$ cat config.mk
export PLATFORM = sky130hd
export DESIGN_NAME = xbar_top
export DESIGN_NICKNAME = d
export VERILOG_FILES = /design/src/hdl/xbar_pkg.sv /design/src/hdl/xbar_addr_decode.sv /design/src/hdl/xbar_slave_port.sv /design/src/hdl/xbar_resp_route.sv /design/src/hdl/xbar_top.sv
export SDC_FILE = /design/constraint.sdc
export NUM_CORES = 1
export LEC_CHECK = 0
export BUFFER_PORTS_ARGS = -buffer_cell sky130_fd_sc_hd__buf_2
export CAP_MARGIN = 20
export CORE_AREA = 2 2 315 317
export CTS_BUF_LIST = sky130_fd_sc_hd__clkbuf_8
export CTS_CLUSTER_SIZE = 14
export DETAILED_ROUTE_END_ITERATION = 8
export DIE_AREA = 0 0 317 319
export GPL_ROUTABILITY_DRIVEN = 0
export GPL_TIMING_DRIVEN = 1
export SETUP_SLACK_MARGIN = 0.3
export SYNTH_ARGS = -nofsm -noshare
export SYNTH_HDL_FRONTEND = slang
export SYNTH_HIERARCHICAL = 1
export SYNTH_SLANG_ARGS = --single-unit
$ cat constraint.sdc
create_clock -name memread_grant -period 3.4 [get_ports memread_grant]
set_input_delay 0.34 -clock memread_grant [delete_from_list [all_inputs] [get_ports memread_grant]]
set_output_delay 0.34 -clock memread_grant [all_outputs]
set_load 0.1 [all_outputs]
$ cat src/hdl/xbar_pkg.sv
/*
 * crossbar package
 * sizes, command and port-state enums, request and response structs
 * shared by every block of the four-by-four crossbar
 */

package xbar_pkg;

	localparam int NUM_MASTERS = 4;
	localparam int NUM_SLAVES  = 4;
	localparam int ADDR_W      = 32;
	localparam int DATA_W      = 32;

	// slave select sits in addr[31:30]
	localparam int SEL_W       = 2;
	localparam int M_IDX_W     = 2;

	// pending reads tracked per slave port
	localparam int OWNER_DEPTH = 4;

	typedef enum logic
	{
		CMD_READ  = 1'b0,
		CMD_WRITE = 1'b1
	} xbar_cmd_e;

	// master to slave payload, 65 bits
	typedef struct packed
	{
		xbar_cmd_e           cmd;
		logic [ADDR_W-1:0]   addr;
		logic [DATA_W-1:0]   wdata;
	} xbar_req_t;

	typedef struct packed
	{
		logic [DATA_W-1:0]   rdata;
	} xbar_resp_t;

	typedef enum logic
	{
		SP_IDLE = 1'b0,
		SP_BUSY = 1'b1
	} port_state_e;

endpackage

$ cat src/hdl/xbar_addr_decode.sv
/*
 * address decoder
 * routes each master request to the row of its selected slave and
 * holds back a master that would switch slaves with reads outstanding
 */

`timescale 1ns/1ps

module xbar_addr_decode
(
	input  logic                                                  memread_grant,
	input  logic                                                  rst_n_i,
	input  logic [xbar_pkg::NUM_MASTERS-1:0]                      m_req_i,
	input  logic [xbar_pkg::NUM_MASTERS-1:0][xbar_pkg::SEL_W-1:0] m_addr_sel_i,
	input  logic [xbar_pkg::NUM_MASTERS-1:0]                      m_is_read_i,
	input  logic [xbar_pkg::NUM_MASTERS-1:0]                      m_ack_i,
	input  logic [xbar_pkg::NUM_MASTERS-1:0]                      m_resp_i,
	output logic [xbar_pkg::NUM_SLAVES-1:0][xbar_pkg::NUM_MASTERS-1:0] slv_req_o
);

	import xbar_pkg::*;

	// outstanding reads per master and the slave they went to
	logic [NUM_MASTERS-1:0][$clog2(OWNER_DEPTH+1)-1:0] pend_cnt;
	logic [NUM_MASTERS-1:0][SEL_W-1:0]                 pend_sel;
	logic [NUM_MASTERS-1:0]                            blocked;
	logic [NUM_MASTERS-1:0]                            rd_acked;

	always_comb
	begin
		for (int m = 0; m < NUM_MASTERS; m++)
		begin
			blocked[m]  = (pend_cnt[m] != '0) && (pend_sel[m] != m_addr_sel_i[m]);
			rd_acked[m] = m_ack_i[m] && m_is_read_i[m];
		end
	end

	always_comb
	begin
		slv_req_o = '0;
		for (int m = 0; m < NUM_MASTERS; m++)
			for (int s = 0; s < NUM_SLAVES; s++)
				if (m_req_i[m] && !blocked[m] && m_addr_sel_i[m] == SEL_W'(s))
					slv_req_o[s][m] = 1'b1;
	end

	always_ff @(posedge memread_grant or negedge rst_n_i)
	begin
		if (!rst_n_i)
		begin
			pend_cnt <= '0;
			pend_sel <= '0;
		end
		else
		begin
			for (int m = 0; m < NUM_MASTERS; m++)
			begin
				// ack and response in the same cycle cancel out
				if (rd_acked[m] && !m_resp_i[m])
					pend_cnt[m] <= pend_cnt[m] + 1'b1;
				else if (m_resp_i[m] && !rd_acked[m])
					pend_cnt[m] <= pend_cnt[m] - 1'b1;
				if (rd_acked[m])
					pend_sel[m] <= m_addr_sel_i[m];
			end
		end
	end

	// a response must match a read this decoder counted
	for (genvar g = 0; g < NUM_MASTERS; g++)
	begin : g_chk
		a_pend_no_underflow: assert property (@(posedge memread_grant) disable iff (!rst_n_i)
			m_resp_i[g] |-> (pend_cnt[g] != '0 || rd_acked[g]));
	end

endmodule

$ cat src/hdl/xbar_slave_port.sv
/*
 * slave port
 * round-robin arbiter over the masters, payload mux, ack return
 * and a queue of owners for reads still waiting on their response
 */

`timescale 1ns/1ps

module xbar_slave_port
(
	input  logic                                               memread_grant,
	input  logic                                               rst_n_i,
	input  logic [xbar_pkg::NUM_MASTERS-1:0]                   req_vec_i,
	input  xbar_pkg::xbar_req_t [xbar_pkg::NUM_MASTERS-1:0]    m_req_i,
	output logic [xbar_pkg::NUM_MASTERS-1:0]                   ack_vec_o,
	output logic                                               s_req_o,
	output xbar_pkg::xbar_req_t                                s_req_o_data,
	input  logic                                               s_ack_i,
	input  logic                                               s_resp_i,
	output logic [xbar_pkg::M_IDX_W-1:0]                       owner_head_o
);

	import xbar_pkg::*;

	port_state_e                 state;
	logic [NUM_MASTERS-1:0]      grant;
	logic [M_IDX_W-1:0]          grant_idx;
	logic [M_IDX_W-1:0]          rr_ptr;

	logic [NUM_MASTERS-1:0]      req_ok;
	logic                        pick_vld;
	logic [M_IDX_W-1:0]          pick_idx;
	logic [M_IDX_W-1:0]          cand;

	// owner queue
	logic [M_IDX_W-1:0]                    owner_q [OWNER_DEPTH];
	logic [$clog2(OWNER_DEPTH)-1:0]        wr_ptr;
	logic [$clog2(OWNER_DEPTH)-1:0]        rd_ptr;
	logic [$clog2(OWNER_DEPTH+1)-1:0]      q_cnt;
	logic                                  q_full;
	logic                                  push;
	logic                                  pop;

	assign q_full = (q_cnt == OWNER_DEPTH);

	// a read cannot be granted without a free owner slot
	always_comb
	begin
		for (int m = 0; m < NUM_MASTERS; m++)
			req_ok[m] = req_vec_i[m] && !(m_req_i[m].cmd == CMD_READ && q_full);
	end

	// first eligible master after the last winner
	always_comb
	begin
		pick_vld = 1'b0;
		pick_idx = '0;
		cand     = '0;
		for (int i = 1; i <= NUM_MASTERS; i++)
		begin
			cand = M_IDX_W'(int'(rr_ptr) + i);
			if (!pick_vld && req_ok[cand])
			begin
				pick_vld = 1'b1;
				pick_idx = cand;
			end
		end
	end

	always_ff @(posedge memread_grant or negedge rst_n_i)
	begin
		if (!rst_n_i)
		begin
			state     <= SP_IDLE;
			grant     <= '0;
			grant_idx <= '0;
			rr_ptr    <= M_IDX_W'(NUM_MASTERS - 1);
		end
		else
		begin
			case (state)
				SP_IDLE:
				begin
					if (pick_vld)
					begin
						state     <= SP_BUSY;
						grant     <= NUM_MASTERS'(1) << pick_idx;
						grant_idx <= pick_idx;
					end
				end
				SP_BUSY:
				begin
					if (s_ack_i)
					begin
						state  <= SP_IDLE;
						grant  <= '0;
						rr_ptr <= grant_idx;
					end
				end
				default: state <= SP_IDLE;
			endcase
		end
	end

	assign s_req_o      = (state == SP_BUSY);
	assign s_req_o_data = m_req_i[grant_idx];
	// slave ack goes straight back to the winner
	assign ack_vec_o    = grant & {NUM_MASTERS{s_ack_i}};

	assign push = s_req_o && s_ack_i && (s_req_o_data.cmd == CMD_READ);
	assign pop  = s_resp_i;

	always_ff @(posedge memread_grant)
	begin
		if (push)
			owner_q[wr_ptr] <= grant_idx;
	end

	always_ff @(posedge memread_grant or negedge rst_n_i)
	begin
		if (!rst_n_i)
		begin
			wr_ptr <= '0;
			rd_ptr <= '0;
			q_cnt  <= '0;
		end
		else
		begin
			if (push)
				wr_ptr <= wr_ptr + 1'b1;
			if (pop)
				rd_ptr <= rd_ptr + 1'b1;
			case ({push, pop})
				2'b10:   q_cnt <= q_cnt + 1'b1;
				2'b01:   q_cnt <= q_cnt - 1'b1;
				default: q_cnt <= q_cnt;
			endcase
		end
	end

	assign owner_head_o = owner_q[rd_ptr];

	// one winner that keeps its request until it is acked
	a_grant_onehot: assert property (@(posedge memread_grant) disable iff (!rst_n_i)
		(state == SP_BUSY) |-> ($onehot(grant) && |(grant & req_vec_i)));

	a_owner_no_overflow: assert property (@(posedge memread_grant) disable iff (!rst_n_i)
		push |-> (!q_full || pop));

	// the slave must not answer more reads than were accepted
	a_owner_no_underflow: assert property (@(posedge memread_grant) disable iff (!rst_n_i)
		pop |-> (q_cnt != '0));

endmodule

$ cat src/hdl/xbar_resp_route.sv
/*
 * response router
 * steers each slave's read response to the master at the head
 * of that slave's owner queue
 */

`timescale 1ns/1ps

module xbar_resp_route
(
	input  logic                                                  memread_grant,
	input  logic                                                  rst_n_i,
	input  logic [xbar_pkg::NUM_SLAVES-1:0]                       s_resp_i,
	input  xbar_pkg::xbar_resp_t [xbar_pkg::NUM_SLAVES-1:0]       s_rdata_i,
	input  logic [xbar_pkg::NUM_SLAVES-1:0][xbar_pkg::M_IDX_W-1:0] owner_head_i,
	output logic [xbar_pkg::NUM_MASTERS-1:0]                      m_resp_o,
	output xbar_pkg::xbar_resp_t [xbar_pkg::NUM_MASTERS-1:0]      m_rdata_o
);

	import xbar_pkg::*;

	// hit[m][s] marks a response from slave s owned by master m
	logic [NUM_MASTERS-1:0][NUM_SLAVES-1:0] hit;

	always_comb
	begin
		for (int m = 0; m < NUM_MASTERS; m++)
			for (int s = 0; s < NUM_SLAVES; s++)
				hit[m][s] = s_resp_i[s] && (owner_head_i[s] == M_IDX_W'(m));
	end

	always_comb
	begin
		m_rdata_o = '0;
		for (int m = 0; m < NUM_MASTERS; m++)
		begin
			m_resp_o[m] = |hit[m];
			for (int s = 0; s < NUM_SLAVES; s++)
				if (hit[m][s])
					m_rdata_o[m] = s_rdata_i[s];
		end
	end

	// decoder slave lock keeps each master on one slave
	for (genvar g = 0; g < NUM_MASTERS; g++)
	begin : g_chk
		a_single_resp: assert property (@(posedge memread_grant) disable iff (!rst_n_i)
			$onehot0(hit[g]));
	end

endmodule

$ cat src/hdl/xbar_top.sv
/*
 * four-master, four-slave crossbar
 * address decoder, one arbitrated port per slave, response router
 */

`timescale 1ns/1ps

module xbar_top
(
	input  logic                                              memread_grant,
	input  logic                                              rst_n_i,

	input  logic [xbar_pkg::NUM_MASTERS-1:0]                  m_req_i,
	input  xbar_pkg::xbar_req_t [xbar_pkg::NUM_MASTERS-1:0]   m_data_i,
	output logic [xbar_pkg::NUM_MASTERS-1:0]                  m_ack_o,
	output logic [xbar_pkg::NUM_MASTERS-1:0]                  m_resp_o,
	output xbar_pkg::xbar_resp_t [xbar_pkg::NUM_MASTERS-1:0]  m_rdata_o,

	output logic [xbar_pkg::NUM_SLAVES-1:0]                   s_req_o,
	output xbar_pkg::xbar_req_t [xbar_pkg::NUM_SLAVES-1:0]    s_data_o,
	input  logic [xbar_pkg::NUM_SLAVES-1:0]                   s_ack_i,
	input  logic [xbar_pkg::NUM_SLAVES-1:0]                   s_resp_i,
	input  xbar_pkg::xbar_resp_t [xbar_pkg::NUM_SLAVES-1:0]   s_rdata_i
);

	import xbar_pkg::*;

	logic [NUM_MASTERS-1:0][SEL_W-1:0]       m_addr_sel;
	logic [NUM_MASTERS-1:0]                  m_is_read;
	logic [NUM_SLAVES-1:0][NUM_MASTERS-1:0]  slv_req;
	logic [NUM_SLAVES-1:0][NUM_MASTERS-1:0]  slv_ack;
	logic [NUM_SLAVES-1:0][M_IDX_W-1:0]      owner_head;

	always_comb
	begin
		for (int m = 0; m < NUM_MASTERS; m++)
		begin
			m_addr_sel[m] = m_data_i[m].addr[ADDR_W-1 -: SEL_W];
			m_is_read[m]  = (m_data_i[m].cmd == CMD_READ);
		end
	end

	// a master targets one slave, so at most one row acks it
	always_comb
	begin
		m_ack_o = '0;
		for (int s = 0; s < NUM_SLAVES; s++)
			m_ack_o = m_ack_o | slv_ack[s];
	end

	xbar_addr_decode u_decode
	(
		.memread_grant (memread_grant),
		.rst_n_i       (rst_n_i),
		.m_req_i       (m_req_i),
		.m_addr_sel_i  (m_addr_sel),
		.m_is_read_i   (m_is_read),
		.m_ack_i       (m_ack_o),
		.m_resp_i      (m_resp_o),
		.slv_req_o     (slv_req)
	);

	for (genvar s = 0; s < NUM_SLAVES; s++)
	begin : g_port
		xbar_slave_port u_port
		(
			.memread_grant (memread_grant),
			.rst_n_i       (rst_n_i),
			.req_vec_i     (slv_req[s]),
			.m_req_i       (m_data_i),
			.ack_vec_o     (slv_ack[s]),
			.s_req_o       (s_req_o[s]),
			.s_req_o_data  (s_data_o[s]),
			.s_ack_i       (s_ack_i[s]),
			.s_resp_i      (s_resp_i[s]),
			.owner_head_o  (owner_head[s])
		);
	end

	xbar_resp_route u_route
	(
		.memread_grant (memread_grant),
		.rst_n_i       (rst_n_i),
		.s_resp_i      (s_resp_i),
		.s_rdata_i     (s_rdata_i),
		.owner_head_i  (owner_head),
		.m_resp_o      (m_resp_o),
		.m_rdata_o     (m_rdata_o)
	);

endmodule

==> metrics.yaml <==
status: "finished, final reports clean"
antenna_found_initial: 47
grt_pass1_vias: 19200
synth_common_cells: "mux4_2 (268), o21ai_0 (118), clkbuf_1 (100)"
slew_headroom: 0.471
max_freq_mhz: 306
netlist_instances: 1578
core_area_sq_mm: 0.0977
vias_per_cell: 5.52
dieArea_sq_mm: 0.101
htree_num_levels: 4
skew_ps: 12.8
finalSetupViolCount: 0
place_ws_ps: 229
cts_buffer_depth: 2
clock_sinks: 116
drive_gt1_frac: 0.621
hold_violations: 0
rsz0062_at_grt: "yes"
clk_pin_slew_ps: 70
cp_slowest_cell: "mux4_4"
synthMostInstantiatedCell: "mux4_2"
worst_ep_arrival_time_ps: 2930
worstMarginPinSlew_ps: 793
cp-start-kind: "flop"
cp_data_required_time_ps: 3060
drt_iter0_markers: 2352
synthArstFlopShare: 0.724
grt_overflow: 0
final_nets: 2740
synth.distinct_cells: 61
endpoint_kind: "output pin"
grtUsageTotal: 0.212
wl_microns: 114000
drc_errors: 0
grt_max_degree: 130
die_h_microns: 319
ys_warn_count: 6
cts_tree: "built"
ant_nets: 0
synth-seq-area-share: 0.173
start_util: 0.182
synthesis.nets: 2012
synth-seq-cells: 116
synth_top_area_frac: 0.340
crit_fanout: 32
maxSlewViolCount: 0
crit_type: "flop to output pin"
syn_avg_cell_area_sq_um: 11.2
multi_input_area_sq_mm: 0.0147
io_buffers: 801
synth_enable_flop_cells: 32
post_drt_wl_per_cell_microns: 31.5
crit_chain: "mux4_4 > or3b_4 > buf_12 > a311oi_4 > o21ai_2 > buf_6"
place_hpwl_microns: 89400
synth_top_cell_by_area: "mux4_2"
synthesis.area_sq_mm: 0.0177
cts_made_buffers: 17
worstSkewPairLatency_ps: 460
n_fill_cell: 10100
ys_top_cells_by_area: "mux4_2 (34%), dfrtp_1 (11%), edfxtp_1 (5.4%)"
die_w_microns: 317
clockRootBuffer: "clkbuf_8"
syn2layout_area_growth_pct: 52.1
hold_path_class: "primary input to flop"
row_count: 115
vias: 20000
fin_crit_ps: 3270
cpPeakStageDelay_ps: 750
io_pins: 802
regArea_sq_mm: 0.00311
synth_ff_type: "dfrtp_1"
min_period_over_period: 0.961
firstDrtPassIters: 7
cap_viol_max_count: 0
setup_slack_ps: 131
grt_pass1_wl_microns: 153000
## per-layer routing
| layer | global-route usage | part of all wire |
|---|---|---|
| met5 | 0.00870 | 0.0032 |
| met4 | 0.144 | 0.090 |
| met3 | 0.0659 | 0.098 |
| met2 | 0.350 | 0.47 |
| met1 | 0.231 | 0.34 |
## logic make-up after synthesis
kind of cell	count (synthesis)	share of synthesized area
xor gates and xnor gates	36	0.0178
and+or+nand+nor	349	0.141
buffers and inverters	273	0.0649
DFF	116	0.173
muxes	292	0.356
AOI/OAI and AO/OA	480	0.221
adders and majority gates	32	0.0260
## worst max-delay path: cells and delay by family, from the launching register on
kind,cells,cell delay [ps]
muxes,1,750
buffers and inverters,2,400
AOI/OAI and AO/OA,2,430
DFF,1,400
and+or+nand+nor,1,440
## sequential cells by signal (all words and copies together) (netlist names)
signal	count
u_decode/pend_sel	8
g_port.u_port/wr_ptr	8
g_port.u_port/grant	16
g_port.u_port/grant_idx	8
g_port.u_port/rr_ptr	8
g_port.u_port/s_req_o	4
u_decode/pend_cnt	12
g_port.u_port/q_cnt	12
g_port.u_port/rd_ptr	8
g_port.u_port/owner_q	32
## layout by cell type, fill, tap and decap left out, types with 55 or more instances in the layout
cell,instances
mux4_2,267
buf_12,125
nand2_1,78
dfrtp_1,64
nand4b_1,66
buf_4,61
o21ai_0,109
o311a_1,55
buf_2,665
inv_1,87
## metrics by stage
step / area (sq um) / setup TNS (ps) / cells / hold WS [ps] / util
global route: 27000 / 0 / 3615 / 166 / 0.276
global placement: 25100 / 0 / 3544 / 464 / 0.257
floorplan: 18300 / -1630 / 1578 / 44.4 / -
CTS: 26500 / 0 / 3593 / 138 / 0.271
detailed placement: 25100 / 0 / 3544 / 466 / 0.257
finish: 27000 / 0 / 3625 / 155 / 0.276
## final cells by class
cell class              instances  area share
well taps                    1287      0.0597
repair buffers                891       0.253
flip-flops and latches        116       0.115
inverters                      89      0.0124
diodes                         19     0.00176
multi-input cells            1191       0.544
clock buffers                  17     0.00867
clock inverters                15     0.00580
## worst paths after layout
check | end | start | slack [ps] | cells after the start
setup / recovery | m_rdata_o[26] | g_port[1].u_port/rd_ptr[0]$_DFFE_PN0P_ | 130 | 6
hold / removal | g_port[1].u_port/rd_ptr[0]$_DFFE_PN0P_ | s_resp_i[1] | 150 | 2
setup reg to reg | u_decode/pend_cnt[4]$_DFFE_PN0P_ | g_port[3].u_port/rd_ptr[0]$_DFFE_PN0P_ | 340 | 10
hold reg to reg | u_decode/pend_cnt[5]$_DFFE_PN0P_ | u_decode/pend_cnt[5]$_DFFE_PN0P_ | 480 | 1
max in group asynchronous | g_port[0].u_port/rd_ptr[0]$_DFFE_PN0P_ | rst_n_i | 2090 | 3
min in group asynchronous | g_port[3].u_port/q_cnt[1]$_DFFE_PN0P_ | rst_n_i | 500 | 2
## repair_timing
item / in CTS / in global routing
hold buffers: 1 / 0
setup buffers: 15 / 10
hold endpoints to repair: 48 / 0
gates resized for setup: 196 / 53
endpoints found under the setup margin: 131 / 130
cloned: 1 / 3
pin swaps: 54 / 17
Power is not shown: default switching activity piles up to over one toggle a cycle in this logic, so the estimate is an artifact.
